==> src/include/echo_settings.svh <==
`ifndef ECHO_SETTINGS_SVH
`define ECHO_SETTINGS_SVH

// Station identity
`define LOCAL_MAC       48'h02_00_5E_10_00_01
`define LOCAL_IP        32'hC0A8_0A02
`define ECHO_PORT       16'd65432

// Reply header
`define IP_TTL          8'd64

// Buffering, two maximum payloads fit
`define MAX_PAYLOAD     256
`define BUF_ADDR_W      9

`endif
==> src/hw/echo_ctrl_pkg.sv <==
`default_nettype none

package echo_ctrl_pkg;

    typedef enum logic [1:0] {
        ETH_HDR, ETH_PASS, ETH_DROP
    } eth_rx_state_e;

    typedef enum logic [1:0] {
        IPU_HDR, IPU_PAYLOAD, IPU_DROP
    } ipu_rx_state_e;

    typedef enum logic [1:0] {
        TX_IDLE, TX_HDR, TX_PAYLOAD
    } tx_state_e;

endpackage

`default_nettype wire

==> src/hw/net_hdr_pkg.sv <==
`default_nettype none

package net_hdr_pkg;

    typedef logic [47:0] mac_addr_t;
    typedef logic [31:0] ip_addr_t;
    typedef logic [15:0] udp_port_t;
    typedef logic [15:0] len_t;
    typedef logic [7:0]  byte_t;

    // ####################
    // Fixed protocol values
    localparam logic [15:0] ETHERTYPE_IPV4 = 16'h0800;
    localparam logic [7:0]  IP_PROTO_UDP   = 8'd17;

    localparam int ETH_HDR_BYTES = 14;
    localparam int IP_HDR_BYTES  = 20;  // No options
    localparam int UDP_HDR_BYTES = 8;

endpackage

`default_nettype wire

==> src/hw/ip_udp_rx_filter.sv <==
`timescale 1ns/100ps
`default_nettype none
`include "echo_settings.svh"

module ip_udp_rx_filter import net_hdr_pkg::*, echo_ctrl_pkg::*; (
     input  logic       clk
    ,input  logic       arst_n

    ,input  logic       ip_val
    ,input  byte_t      ip_data
    ,input  logic       ip_last
    ,output logic       ip_rdy
    ,input  mac_addr_t  peer_mac_in

    ,output logic       pay_val
    ,output byte_t      pay_data
    ,input  logic       pay_rdy

    ,output logic       frame_commit
    ,output logic       frame_rewind
    ,output mac_addr_t  peer_mac
    ,output ip_addr_t   peer_ip
    ,output udp_port_t  peer_port
    ,output len_t       pay_len
);

    localparam int HDR_BYTES = IP_HDR_BYTES + UDP_HDR_BYTES;
    localparam int HDR_W     = HDR_BYTES * 8;

    ipu_rx_state_e          state;
    logic   [4:0]           hdr_cnt;
    len_t                   pay_cnt;
    logic   [HDR_W-1:0]     hdr_sr;
    logic   [HDR_W-1:0]     hdr_next;
    len_t                   udp_len;
    logic                   hdr_ok;
    logic                   hdr_done;
    logic                   in_window;
    logic                   beat;

    // Byte n of the header sits at [HDR_W-1-8n -: 8]
    assign hdr_next  = {hdr_sr[HDR_W-9:0], ip_data};
    assign udp_len   = hdr_next[31:16];
    assign hdr_ok    = (hdr_next[223:216] == 8'h45)     // Version 4, IHL 5
                    && (hdr_next[151:144] == IP_PROTO_UDP)
                    && (hdr_next[95:64] == `LOCAL_IP)
                    && (hdr_next[47:32] == `ECHO_PORT)
                    && (udp_len >= len_t'(UDP_HDR_BYTES))
                    && (udp_len <= len_t'(`MAX_PAYLOAD + UDP_HDR_BYTES));

    assign peer_ip   = hdr_sr[127:96];
    assign peer_port = hdr_sr[63:48];
    assign pay_len   = hdr_sr[31:16] - len_t'(UDP_HDR_BYTES);

    assign hdr_done  = hdr_cnt == 5'(HDR_BYTES - 1);
    assign in_window = pay_cnt < pay_len;
    assign pay_val   = (state == IPU_PAYLOAD) && ip_val && in_window;
    assign pay_data  = ip_data;
    assign beat      = ip_val && ip_rdy;

    // Headers also wait on pay_rdy, so a commit never meets a full reply queue
    always_comb begin
        case (state)
            IPU_PAYLOAD: ip_rdy = pay_rdy || !in_window;    // Excess bytes are swallowed
            IPU_DROP:    ip_rdy = 1'b1;
            default:     ip_rdy = pay_rdy;
        endcase
    end

    always_ff @(posedge clk) begin
        if (beat && state == IPU_HDR) begin
            hdr_sr <= hdr_next;
            if (hdr_done) begin
                peer_mac <= peer_mac_in;
            end
        end
    end

    always_ff @(posedge clk or negedge arst_n) begin
        if (!arst_n) begin
            state        <= IPU_HDR;
            hdr_cnt      <= '0;
            pay_cnt      <= '0;
            frame_commit <= 1'b0;
            frame_rewind <= 1'b0;
        end else begin
            frame_commit <= 1'b0;
            frame_rewind <= 1'b0;
            if (beat) begin
                case (state)
                    IPU_HDR: begin
                        hdr_cnt <= (hdr_done || ip_last) ? 5'd0 : hdr_cnt + 5'd1;
                        pay_cnt <= '0;
                        if (hdr_done && !ip_last) begin
                            state <= hdr_ok ? IPU_PAYLOAD : IPU_DROP;
                        end
                        // Empty payload ends on the last header byte
                        frame_commit <= hdr_done && ip_last && hdr_ok
                                     && (udp_len == len_t'(UDP_HDR_BYTES));
                    end
                    IPU_PAYLOAD: begin
                        pay_cnt <= pay_cnt + 16'd1;
                        if (ip_last) begin
                            state        <= IPU_HDR;
                            frame_commit <= (pay_cnt + 16'd1) == pay_len;
                            frame_rewind <= (pay_cnt + 16'd1) != pay_len;
                        end
                    end
                    default: begin
                        if (ip_last) begin
                            state <= IPU_HDR;
                        end
                    end
                endcase
            end
        end
    end

    // A commit only follows a header that passed every check
    commit_hdr_ok: assert property (@(posedge clk) disable iff (!arst_n)
        frame_commit |-> (hdr_sr[223:216] == 8'h45) && (hdr_sr[151:144] == IP_PROTO_UDP)
                      && (hdr_sr[95:64] == `LOCAL_IP) && (hdr_sr[47:32] == `ECHO_PORT)
                      && (pay_len <= len_t'(`MAX_PAYLOAD)));

endmodule

`default_nettype wire

==> config.mk <==
export PLATFORM = sky130hd
export DESIGN_NAME = ip_udp_rx_filter
export DESIGN_NICKNAME = d
export VERILOG_FILES = /design/src/hw/echo_ctrl_pkg.sv /design/src/hw/net_hdr_pkg.sv /design/src/hw/ip_udp_rx_filter.sv
export VERILOG_INCLUDE_DIRS = /design/src /design/src/include
export SDC_FILE = /design/constraint.sdc
export NUM_CORES = 1
export LEC_CHECK = 0
export ABC_AREA = 1
export BUFFER_PORTS_ARGS = -buffer_cell sky130_fd_sc_hd__buf_2
export CAP_MARGIN = 20
export CORE_MARGIN = 2
export CORE_UTILIZATION = 51
export DETAILED_ROUTE_END_ITERATION = 8
export HOLD_SLACK_MARGIN = 0.15
export PLACE_DENSITY = 0.83
export SYNTH_ARGS = -nofsm -noshare
export SYNTH_HDL_FRONTEND = slang
export SYNTH_SLANG_ARGS = --single-unit
==> constraint.sdc <==
create_clock -name clk -period 7.6 [get_ports clk]
set_input_delay 0 -clock clk [delete_from_list [all_inputs] [get_ports clk]]
set_output_delay 0 -clock clk [all_outputs]
set_load 0.02 [all_outputs]
# After elaboration in Yosys (flattened, before gate mapping)
# Cells that the tools add are included.
classes:
  addsub: 3
  n_lt_le_gt_ge: 3
  eq_ne: 11
  muxes: 13
  n_reduce_logical: 24
ops:
  columns: ["cell", "n"]
  rows:
  - ["$eq A32 B32 Y1 const B", 1]
  - ["$pmux W16 S2", 1]
  - ["$add A16 B1 Y16 const B", 1]
  - ["$eq A16 B16 Y1", 1]
  - ["$eq A16 B16 Y1 const B", 1]
  - ["$eq A16 B4 Y1 const B", 1]
  - ["$ge A16 B4 Y1 const B", 1]
  - ["$le A16 B9 Y1 const B", 1]
  - ["$lt A16 B16 Y1", 1]
  - ["$ne A16 B16 Y1", 1]
  - ["$sub A16 B4 Y16 const B", 1]
  - ["$logic_and A1 B1 Y1", 13]
  - ["$eq A8 B5 Y1 const B", 1]
  - ["$eq A8 B7 Y1 const B", 1]
  - ["$mux W2", 4]
  - ["$reduce_and A2 Y1", 3]
  - ["$add A5 B1 Y5 const B", 1]
  - ["$eq A5 B5 Y1 const B", 1]
  - ["$mux W1", 5]
  - ["$mux W5", 1]
  - ["$pmux W1 S2", 2]
  - ["$reduce_bool A2 Y1", 2]
  - ["$reduce_and A3 Y1", 1]
  - ["$eq A2 B1 Y1 const B", 1]
  - ["other kinds (5)", 7]
word_totals:
  reg_bits: 289
  output_inout_bits: 124
  elab_cells: 61

# Depth between registers and ports, before layout
# Gate-level depths: netlist (run 1).
depth:
  word_depth: 10
  depth_mapped: 22
  mapped_depth_nobuf: 21

# Worst setup path before layout (run 1)
# OpenSTA, ideal clock, no wires.
synth_timing:
  path_kind: "flip-flop to flip-flop"
  startpoint: "register hdr_sr[19]"
  endpoint: "register hdr_sr[0], enable pin"
  setup_time_ps: 568
  arrival_ps: 7062
  required_time_ps: 7032
  slack_ps: -29
  path_stages_with_launch: 20
  n_path_buf: 0
  cell_sequence: "edfxtp_1 > inv_2 > ha_1 > nand2_1 > nor2_1 > nand2_1 > nor3_1 > xor2_1 > inv_1 > ha_1 > nand3_1 > nor2_1 > nand2_1 > nand2_1 > nand2_1 > nand3_2 > nand2_4 > nand2_4 > nand4_1 > inv_1"
synth_via:
  elab_chain_cells: 7
synth_lines:
  columns: ["item", "line", "text"]
  rows:
  - ["start: declaration", "ip_udp_rx_filter.sv:33", "logic [HDR_W-1:0] hdr_sr;"]
  - ["start signal: assignment", "ip_udp_rx_filter.sv:72", "hdr_sr <= hdr_next;"]
  - ["$sub A16 B4 Y16", "ip_udp_rx_filter.sv:53", "assign pay_len = hdr_sr[31:16] - len_t'(UDP_HDR_BYTES);"]
  - ["named net pay_len[3]", "ip_udp_rx_filter.sv:24", ",output len_t pay_len"]
  - ["$lt A16 B16 Y1", "ip_udp_rx_filter.sv:56", "assign in_window = pay_cnt < pay_len;"]
  - ["$logic_not A1 Y1", "ip_udp_rx_filter.sv:64", "IPU_PAYLOAD: ip_rdy = pay_rdy || !in_window;"]
  - ["$logic_or A1 B1 Y1", "ip_udp_rx_filter.sv:64", null]
  - ["$pmux W1 S2", "ip_udp_rx_filter.sv:63", "case (state)"]
  - ["$logic_and A1 B1 Y1", "ip_udp_rx_filter.sv:59", "assign beat = ip_val && ip_rdy;"]
  - ["$logic_and A1 B1 Y1", "ip_udp_rx_filter.sv:71", "if (beat && state == IPU_HDR) begin"]
# The timed path passes the listed nets, and every way through them passes these cells.
# A chain may end at the register's enable or synchronous reset.

# Worst setup path in the final report (run 1)
layout_timing:
  startpoint: "register hdr_sr[19]"
  endpoint: "register hdr_sr[153], enable pin"
layout_via:
  elab_chain_cells: 7
layout_lines:
  columns: ["item", "line"]
  rows:
  - ["$sub A16 B4 Y16", "ip_udp_rx_filter.sv:53"]
  - ["$lt A16 B16 Y1", "ip_udp_rx_filter.sv:56"]
  - ["$logic_not A1 Y1", "ip_udp_rx_filter.sv:64"]
  - ["$logic_or A1 B1 Y1", "ip_udp_rx_filter.sv:64"]
  - ["$pmux W1 S2", "ip_udp_rx_filter.sv:63"]
  - ["$logic_and A1 B1 Y1", "ip_udp_rx_filter.sv:59"]
  - ["$logic_and A1 B1 Y1", "ip_udp_rx_filter.sv:71"]
# No other way between the ends.

==> results of run 1 <==
## worst register-to-register path, stage by stage, from the launching register on
cell and delay, ns:
edfxtp_1 0.47, inv_2 0.14, ha_1 0.23, nand2_1 0.10, nor2_1 0.11, nand2_1 0.12, nor3_1 0.19, xor2_1 0.31
inv_1 0.08, ha_1 0.30, nand3_1 0.10, nor2_1 0.09, nand2_1 0.07, nand2_1 0.09, nand2_1 0.08, nand3_2 0.09
nand2_4 0.07, nand2_4 0.11, nand4_1 0.35, clkinvlp_4 0.24, buf_12 0.66
## stage by stage
stage | cell area [µm²] | power (mW) | hold WS, ns | setup slack (ns) | std cells
finish | 13900 | 3.35 | 0.167 | 2.91 | 1334
global route | 13900 | 3.46 | 0.158 | 2.64 | 1334
CTS | 13900 | 3.39 | 0.151 | 3.07 | 1334
detailed placement | 12200 | 1.96 | 0.0429 | 3.09 | 1204
global placement | 12200 | 1.96 | 0.0326 | 3.34 | 1204
floorplan | 11400 | 1.93 | -0.296 | 1.05 | 806
## power breakdown
| part | switching (mW) | total, mW | leakage [nW] | internal (mW) |
|---|---|---|---|---|
| registers | 0.0240 | 1.81 | 2.81 | 1.79 |
| logic | 0.0892 | 0.151 | 2.33 | 0.0618 |
| clock network | 0.575 | 1.39 | 0.453 | 0.816 |
## synth_stat cells (3+ instances only)
cell	instances	share of area [%]
nor2_1	64	2.1
nand4_1	41	2.3
dfrtp_1	25	5.5
nand3_1	24	1.1
nor3_1	8	0.35
nand3b_1	6	0.40
inv_2	3	0.099
a21oi_1	7	0.31
edfxtp_1	264	70
nor2_2	4	0.22
xor2_1	16	1.2
buf_2	6	0.26
ha_1	18	2.0
inv_1	78	2.6
buf_4	60	4.0
nand2_4	3	0.30
nand2_1	134	4.4
o21ai_0	11	0.48
nand2_2	9	0.50
nor4_1	4	0.22
## final cells by class
cell class                 instances  area, µm²
inverter                          81        308
fill                            1584       7910
sequential                       289       8550
multi-input combinational        368       2000
clock inverter                    18        224
clock buffer                      32        716
timing repair buffer             266       1760
tap                              280        350
## registers in the layout (all words and copies together), names as in the netlist
| name | count |
|---|---|
| hdr_sr | 216 |
| state | 2 |
| frame_rewind | 1 |
| pay_cnt | 16 |
| frame_commit | 1 |
| peer_mac | 48 |
| hdr_cnt | 5 |
## cell families after synthesis
group                    synth area share (%)
AND/OR/NAND/NOR                          12.9
adder cells (fa/ha/maj)                  1.98
AO/OA/AOI/OAI                            1.28
buffers and inverters                    7.11
flip-flops                               75.3
XOR/XNOR                                 1.39
## per-layer routing
| layer | up-vias | part of all wire (%) | track usage, % |
|---|---|---|---|
| met5 | - | 0 | 0 |
| met4 | 0 | 2.9 | 5.64 |
| met3 | 45 | 6.5 | 4.28 |
| met2 | 260 | 49 | 30.9 |
| met1 | 3193 | 42 | 23.2 |
| li1 | 3214 | - | - |
## worst max-delay path by stage
stage | start | end | cells after the start
floorplan | hdr_sr[19] | hdr_sr[0] | 19
global placement | hdr_sr[19] | hdr_sr[0] | 20
detailed placement | hdr_sr[19] | hdr_sr[19] | 20
CTS | hdr_sr[19] | hdr_sr[6] | 20
global route | hdr_sr[19] | hdr_sr[53] | 20
finish | hdr_sr[19] | hdr_sr[153] | 20
## repair_timing
action | 4_1_cts | 5_1_grt
hold buffers | 80 | 0
buffers inserted | 0 | 0
gates resized for setup | 0 | 0
hold endpoints to repair | 106 | 0
==> impl_metrics.env, run 1 <==
export IMPL_start_util_pct=52.0
export IMPL_async_flop_share_pct=8.65
export IMPL_critPathTopFamily="simple AND/OR/NAND/NOR gates"
export IMPL_fin_nets=1113
export IMPL_die_x_um=153
export IMPL_crit_type="reg2reg"
export IMPL_tritoncts="done"
export IMPL_area_growth_pct=22.5
export IMPL_final_core_util_pct=63.7
export IMPL_dp_hpwl_um=14600
export IMPL_final_cell_mix="edfxtp_1, buf_2, nand2_1"
export IMPL_r2r_setup_slack_ns=2.91
export IMPL_setup_viol=0
export IMPL_reg2reg_from="hdr_sr[19]"
export IMPL_max_cap_violations=0
export IMPL_clock_latency_ns=0.54
export IMPL_drt_iter0_drc=552
export IMPL_numPortBuffers=184
export IMPL_postSynthCellCount=806
export IMPL_ant_nets=0
export IMPL_synth_edf_count=264
export IMPL_r2r_end="hdr_sr[153]"
export IMPL_antenna_found_initial=0
export IMPL_final_common_cell="edfxtp_1"
export IMPL_cts_made_buffers=28
export IMPL_setup_tns_ns=0
export IMPL_die_area_um2=23500
export IMPL_clock_sinks=289
export IMPL_crit_path_frequent_cell="nand2_1"
export IMPL_root_buffer="clkbuf_16"
export IMPL_cpPeakStageDelay_ns=0.66
export IMPL_min_to="peer_mac[36]"
export IMPL_hp_class="in2reg"
export IMPL_grt_pass1_wl_um=33900
export IMPL_post_route_drc_count=0
export IMPL_die_h_um=153
export IMPL_path_buf_inv=4
export IMPL_synth_ff_type="edfxtp_1"
export IMPL_cp_required_ns=7.75
export IMPL_worstPathCellList="inv_2 -> ha_1 -> nand2_1 -> nor2_1 -> nand2_1 -> nor3_1 -> xor2_1 -> inv_1 -> ha_1 -> nand3_1 -> nor2_1 -> nand2_1 -> nand2_1 -> nand2_1 -> nand3_2 -> nand2_4 -> nand2_4 -> nand4_1 -> clkinvlp_4 -> buf_12"
export IMPL_power_leakage_nw=5.59
export IMPL_grt_pass1_vias=6540
export IMPL_core_area_um2=21800
export IMPL_power_per_cell_area_nw_per_um2=241
export IMPL_routed_wl_um=22100
export IMPL_worst_setup_path_end_kind="flop"
export IMPL_synth_cell_types=34
export IMPL_fmax_ghz=0.213
export IMPL_row_count=54
export IMPL_arrival_ns=4.84
export IMPL_outcome="finished clean"
export IMPL_rsz0062_at_grt="false"
export IMPL_ir_worst_vdd_uv=211
export IMPL_clk_path_buf_depth=3
export IMPL_grt_max_degree=217
export IMPL_finalWeightedCongestion=0.897
export IMPL_vias_per_cell=5.03
export IMPL_syn_num_nets=885
export IMPL_path_clk_slew_ns=0.07
export IMPL_first_pass_iters=5
export IMPL_tightest_slew_ns=1.17
export IMPL_vias=6712
export IMPL_whs_path_depth=2
export IMPL_crit_fanout=216
export IMPL_reg2reg_depth=20
export IMPL_crit_path_top_delay_cell="buf_12"
export IMPL_hp_start="peer_mac_in[36]"
export IMPL_drive_above_1_share_pct=24.9
export IMPL_htreeDepth=1
export IMPL_diodes=0
export IMPL_final_max_slew_viol_count=0
export IMPL_worst_setup_path_start_kind="flop"
export IMPL_relSlewSlack_pct=21.9
export IMPL_track_usage_pct=18.1
export IMPL_grt_ovfl_total=0
export IMPL_ios=185
export IMPL_ys_warn_count=0
export IMPL_fin_crit_ns=4.69
export IMPL_syn_avg_cell_area_um2=14.1
export IMPL_synth_area_um2=11400
export IMPL_hold_violations=0
export IMPL_ys_seq_elements=289
export IMPL_clock_skew_ns=0.0147
export IMPL_fin_crit_sh_pct=61.7
export IMPL_synth_seq_area_share_pct=75.3
export IMPL_avgRoutedWirePerCell_um=16.6
No activity file was read; power rests on OpenSTA's default activity.
==> run 2, diff against run 1 <==
--- a/config.mk
+++ b/config.mk
@@ -10,10 +10,10 @@
 export BUFFER_PORTS_ARGS = -buffer_cell sky130_fd_sc_hd__buf_2
 export CAP_MARGIN = 20
 export CORE_MARGIN = 2
-export CORE_UTILIZATION = 51
+export CORE_UTILIZATION = 56
 export DETAILED_ROUTE_END_ITERATION = 8
 export HOLD_SLACK_MARGIN = 0.15
-export PLACE_DENSITY = 0.83
+export PLACE_DENSITY = 0.86
 export SYNTH_ARGS = -nofsm -noshare
 export SYNTH_HDL_FRONTEND = slang
 export SYNTH_SLANG_ARGS = --single-unit
==> constraint.sdc (replaced) <==
create_clock -name clk -period 4.7 [get_ports clk]
set_input_delay 0 -clock clk [delete_from_list [all_inputs] [get_ports clk]]
set_output_delay 0 -clock clk [all_outputs]
set_load 0.02 [all_outputs]
==> run 2 against run 1 <==
Effect of this change: global-route usage increased by 3.1 points; routed wire length increased by 2.9%; setup slack got worse by 2.4 ns.
==> impl_metrics.env, run 2 (synthesis results as in run 1) <==
export IMPL_outcome="finished clean"
export IMPL_worst_setup_path_end_kind="flop"
export IMPL_root_buffer="clkbuf_16"
export IMPL_final_core_util_pct=69.3
export IMPL_final_max_slew_viol_count=0
export IMPL_diodes=0
export IMPL_clk_path_buf_depth=3
export IMPL_combPwrFrac_pct=4.6
export IMPL_reg2reg_from="hdr_sr[19]"
export IMPL_first_pass_iters=5
export IMPL_drive_above_1_share_pct=26.0
export IMPL_post_route_drc_count=0
export IMPL_rsz0062_at_grt="false"
export IMPL_finalWeightedCongestion=0.910
export IMPL_dp_hpwl_um=14800
export IMPL_row_count=52
export IMPL_reg_top3="hdr_sr (216), peer_mac (48), pay_cnt (16)"
export IMPL_track_usage_pct=21.2
export IMPL_power_frac_seq_pct=54.2
export IMPL_pwr_share_clk_pct=41.2
export IMPL_clock_sinks=289
export IMPL_max_cap_violations=0
export IMPL_setup_viol=0
export IMPL_worstSetupStartpoint="hdr_sr[19]"
export IMPL_htreeDepth=1
export IMPL_relSlewSlack_pct=44.1
export IMPL_hold_ws_ns=0.180
export IMPL_hp_class="in2reg"
export IMPL_die_h_um=146
export IMPL_hold_violations=0
export IMPL_crit_path_top_delay_cell="clkinvlp_4"
export IMPL_cpPeakStageDelay_ns=0.66
export IMPL_cts_resized_gates=0
export IMPL_swShare_pct=20.8
export IMPL_numPortBuffers=184
export IMPL_worst_setup_path_start_kind="flop"
export IMPL_path_buf_inv=4
export IMPL_die_x_um=146
export IMPL_fin_crit_ns=4.16
export IMPL_largest_reg_flops=216
export IMPL_arrival_ns=4.44
export IMPL_hp_start="ip_data[6]"
export IMPL_fin_nets=1102
export IMPL_postCtsHoldBufs=63
export IMPL_grt_pass1_vias=6762
export IMPL_crit_fanout=38
export IMPL_path_clk_slew_ns=0.06
export IMPL_core_area_um2=20000
export IMPL_antenna_found_initial=0
export IMPL_crit_type="reg2reg"
export IMPL_vias_per_cell=5.12
export IMPL_fin_crit_sh_pct=88.6
export IMPL_start_util_pct=56.7
export IMPL_worstPathCellList="inv_4 -> ha_4 -> nand2_2 -> nor2_1 -> nand2_1 -> nor3_2 -> xor2_2 -> inv_1 -> ha_1 -> nand3_1 -> nor2_1 -> nor2_1 -> nand2_1 -> nand2_1 -> nand3_2 -> nand2_4 -> nand2_4 -> nand4_1 -> clkinvlp_4 -> buf_12"
export IMPL_final_cell_mix="edfxtp_1, buf_2, nand2_1"
export IMPL_drt_iter0_drc=361
export IMPL_clock_skew_ns=0.0258
export IMPL_power_leakage_nw=5.58
export IMPL_vias=6731
export IMPL_ir_worst_vdd_uv=367
export IMPL_cts_setup_buffers=0
export IMPL_area_growth_pct=22.3
export IMPL_cts_made_buffers=28
export IMPL_ant_nets=0
export IMPL_clock_latency_ns=0.55
export IMPL_final_common_cell="edfxtp_1"
export IMPL_ios=185
export IMPL_fmax_ghz=0.240
export IMPL_grt_ovfl_total=0
export IMPL_regMostFlops="hdr_sr"
export IMPL_power_per_cell_area_nw_per_um2=389
export IMPL_p_int_mw=4.28
export IMPL_grt_max_degree=49
export IMPL_critPathTopFamily="simple AND/OR/NAND/NOR gates"
export IMPL_setup_tns_ns=0
export IMPL_tightest_slew_ns=0.838
export IMPL_avgRoutedWirePerCell_um=17.3
export IMPL_tritoncts="done"
export IMPL_die_area_um2=21400
export IMPL_routed_wl_um=22800
export IMPL_p_sw_mw=1.13
export IMPL_cp_required_ns=4.98
export IMPL_grt_pass1_wl_um=35500
## run 2: power by group through the flow
stage               combinational (mW)  sequential (mW)  clock (mW)
floorplan                        0.140             2.98           0
global placement                 0.198             2.98           0
detailed placement               0.205             2.98           0
CTS                              0.247             2.93        2.27
global route                     0.270             2.94        2.38
finish                           0.249             2.93        2.23
## run 2: worst paths after layout
path | end | slack [ns] | cells past startpoint
max in group asynchronous | pay_cnt[2] | 4.03 | 4
worst max-delay path | hdr_sr[176] | 0.54 | 20
worst min register to register | hdr_sr[200] | 0.40 | 0
min in group asynchronous | frame_rewind | 0.51 | 4
worst max register to register | hdr_sr[176] | 0.54 | 20
worst min-delay path | hdr_sr[6] | 0.18 | 2
## run 2: cell type report
class / count / area (µm²)
Clock buffer: 33 / 729
Clock inverter: 19 / 209
Fill cell: 1369 / 6150
Inverter: 81 / 310
Multi-Input combinational cell: 368 / 2040
Sequential cell: 289 / 8550
Tap cell: 270 / 338
Timing Repair Buffer: 255 / 1710
## run 2: through the flow
step,power [mW],instances,cell area [µm²],setup slack (ns)
after floorplan,3.12,806,11400,-1.65
after global placement,3.18,1200,12300,0.679
after detailed placement,3.19,1200,12300,0.528
after CTS,5.45,1315,13900,0.502
after global routing,5.58,1315,13900,0.239
final,5.41,1315,13900,0.537
## run 2: routing by layer
layer | up-vias | routed length [µm] | GRT usage, % | share of wire [%]
li1 | 3197 | - | - | -
met1 | 3228 | 9050 | 26.5 | 40
met2 | 261 | 11600 | 37.9 | 51
met3 | 45 | 1510 | 4.28 | 6.6
met4 | 0 | 571 | 6.12 | 2.5
met5 | - | 0 | 0 | 0
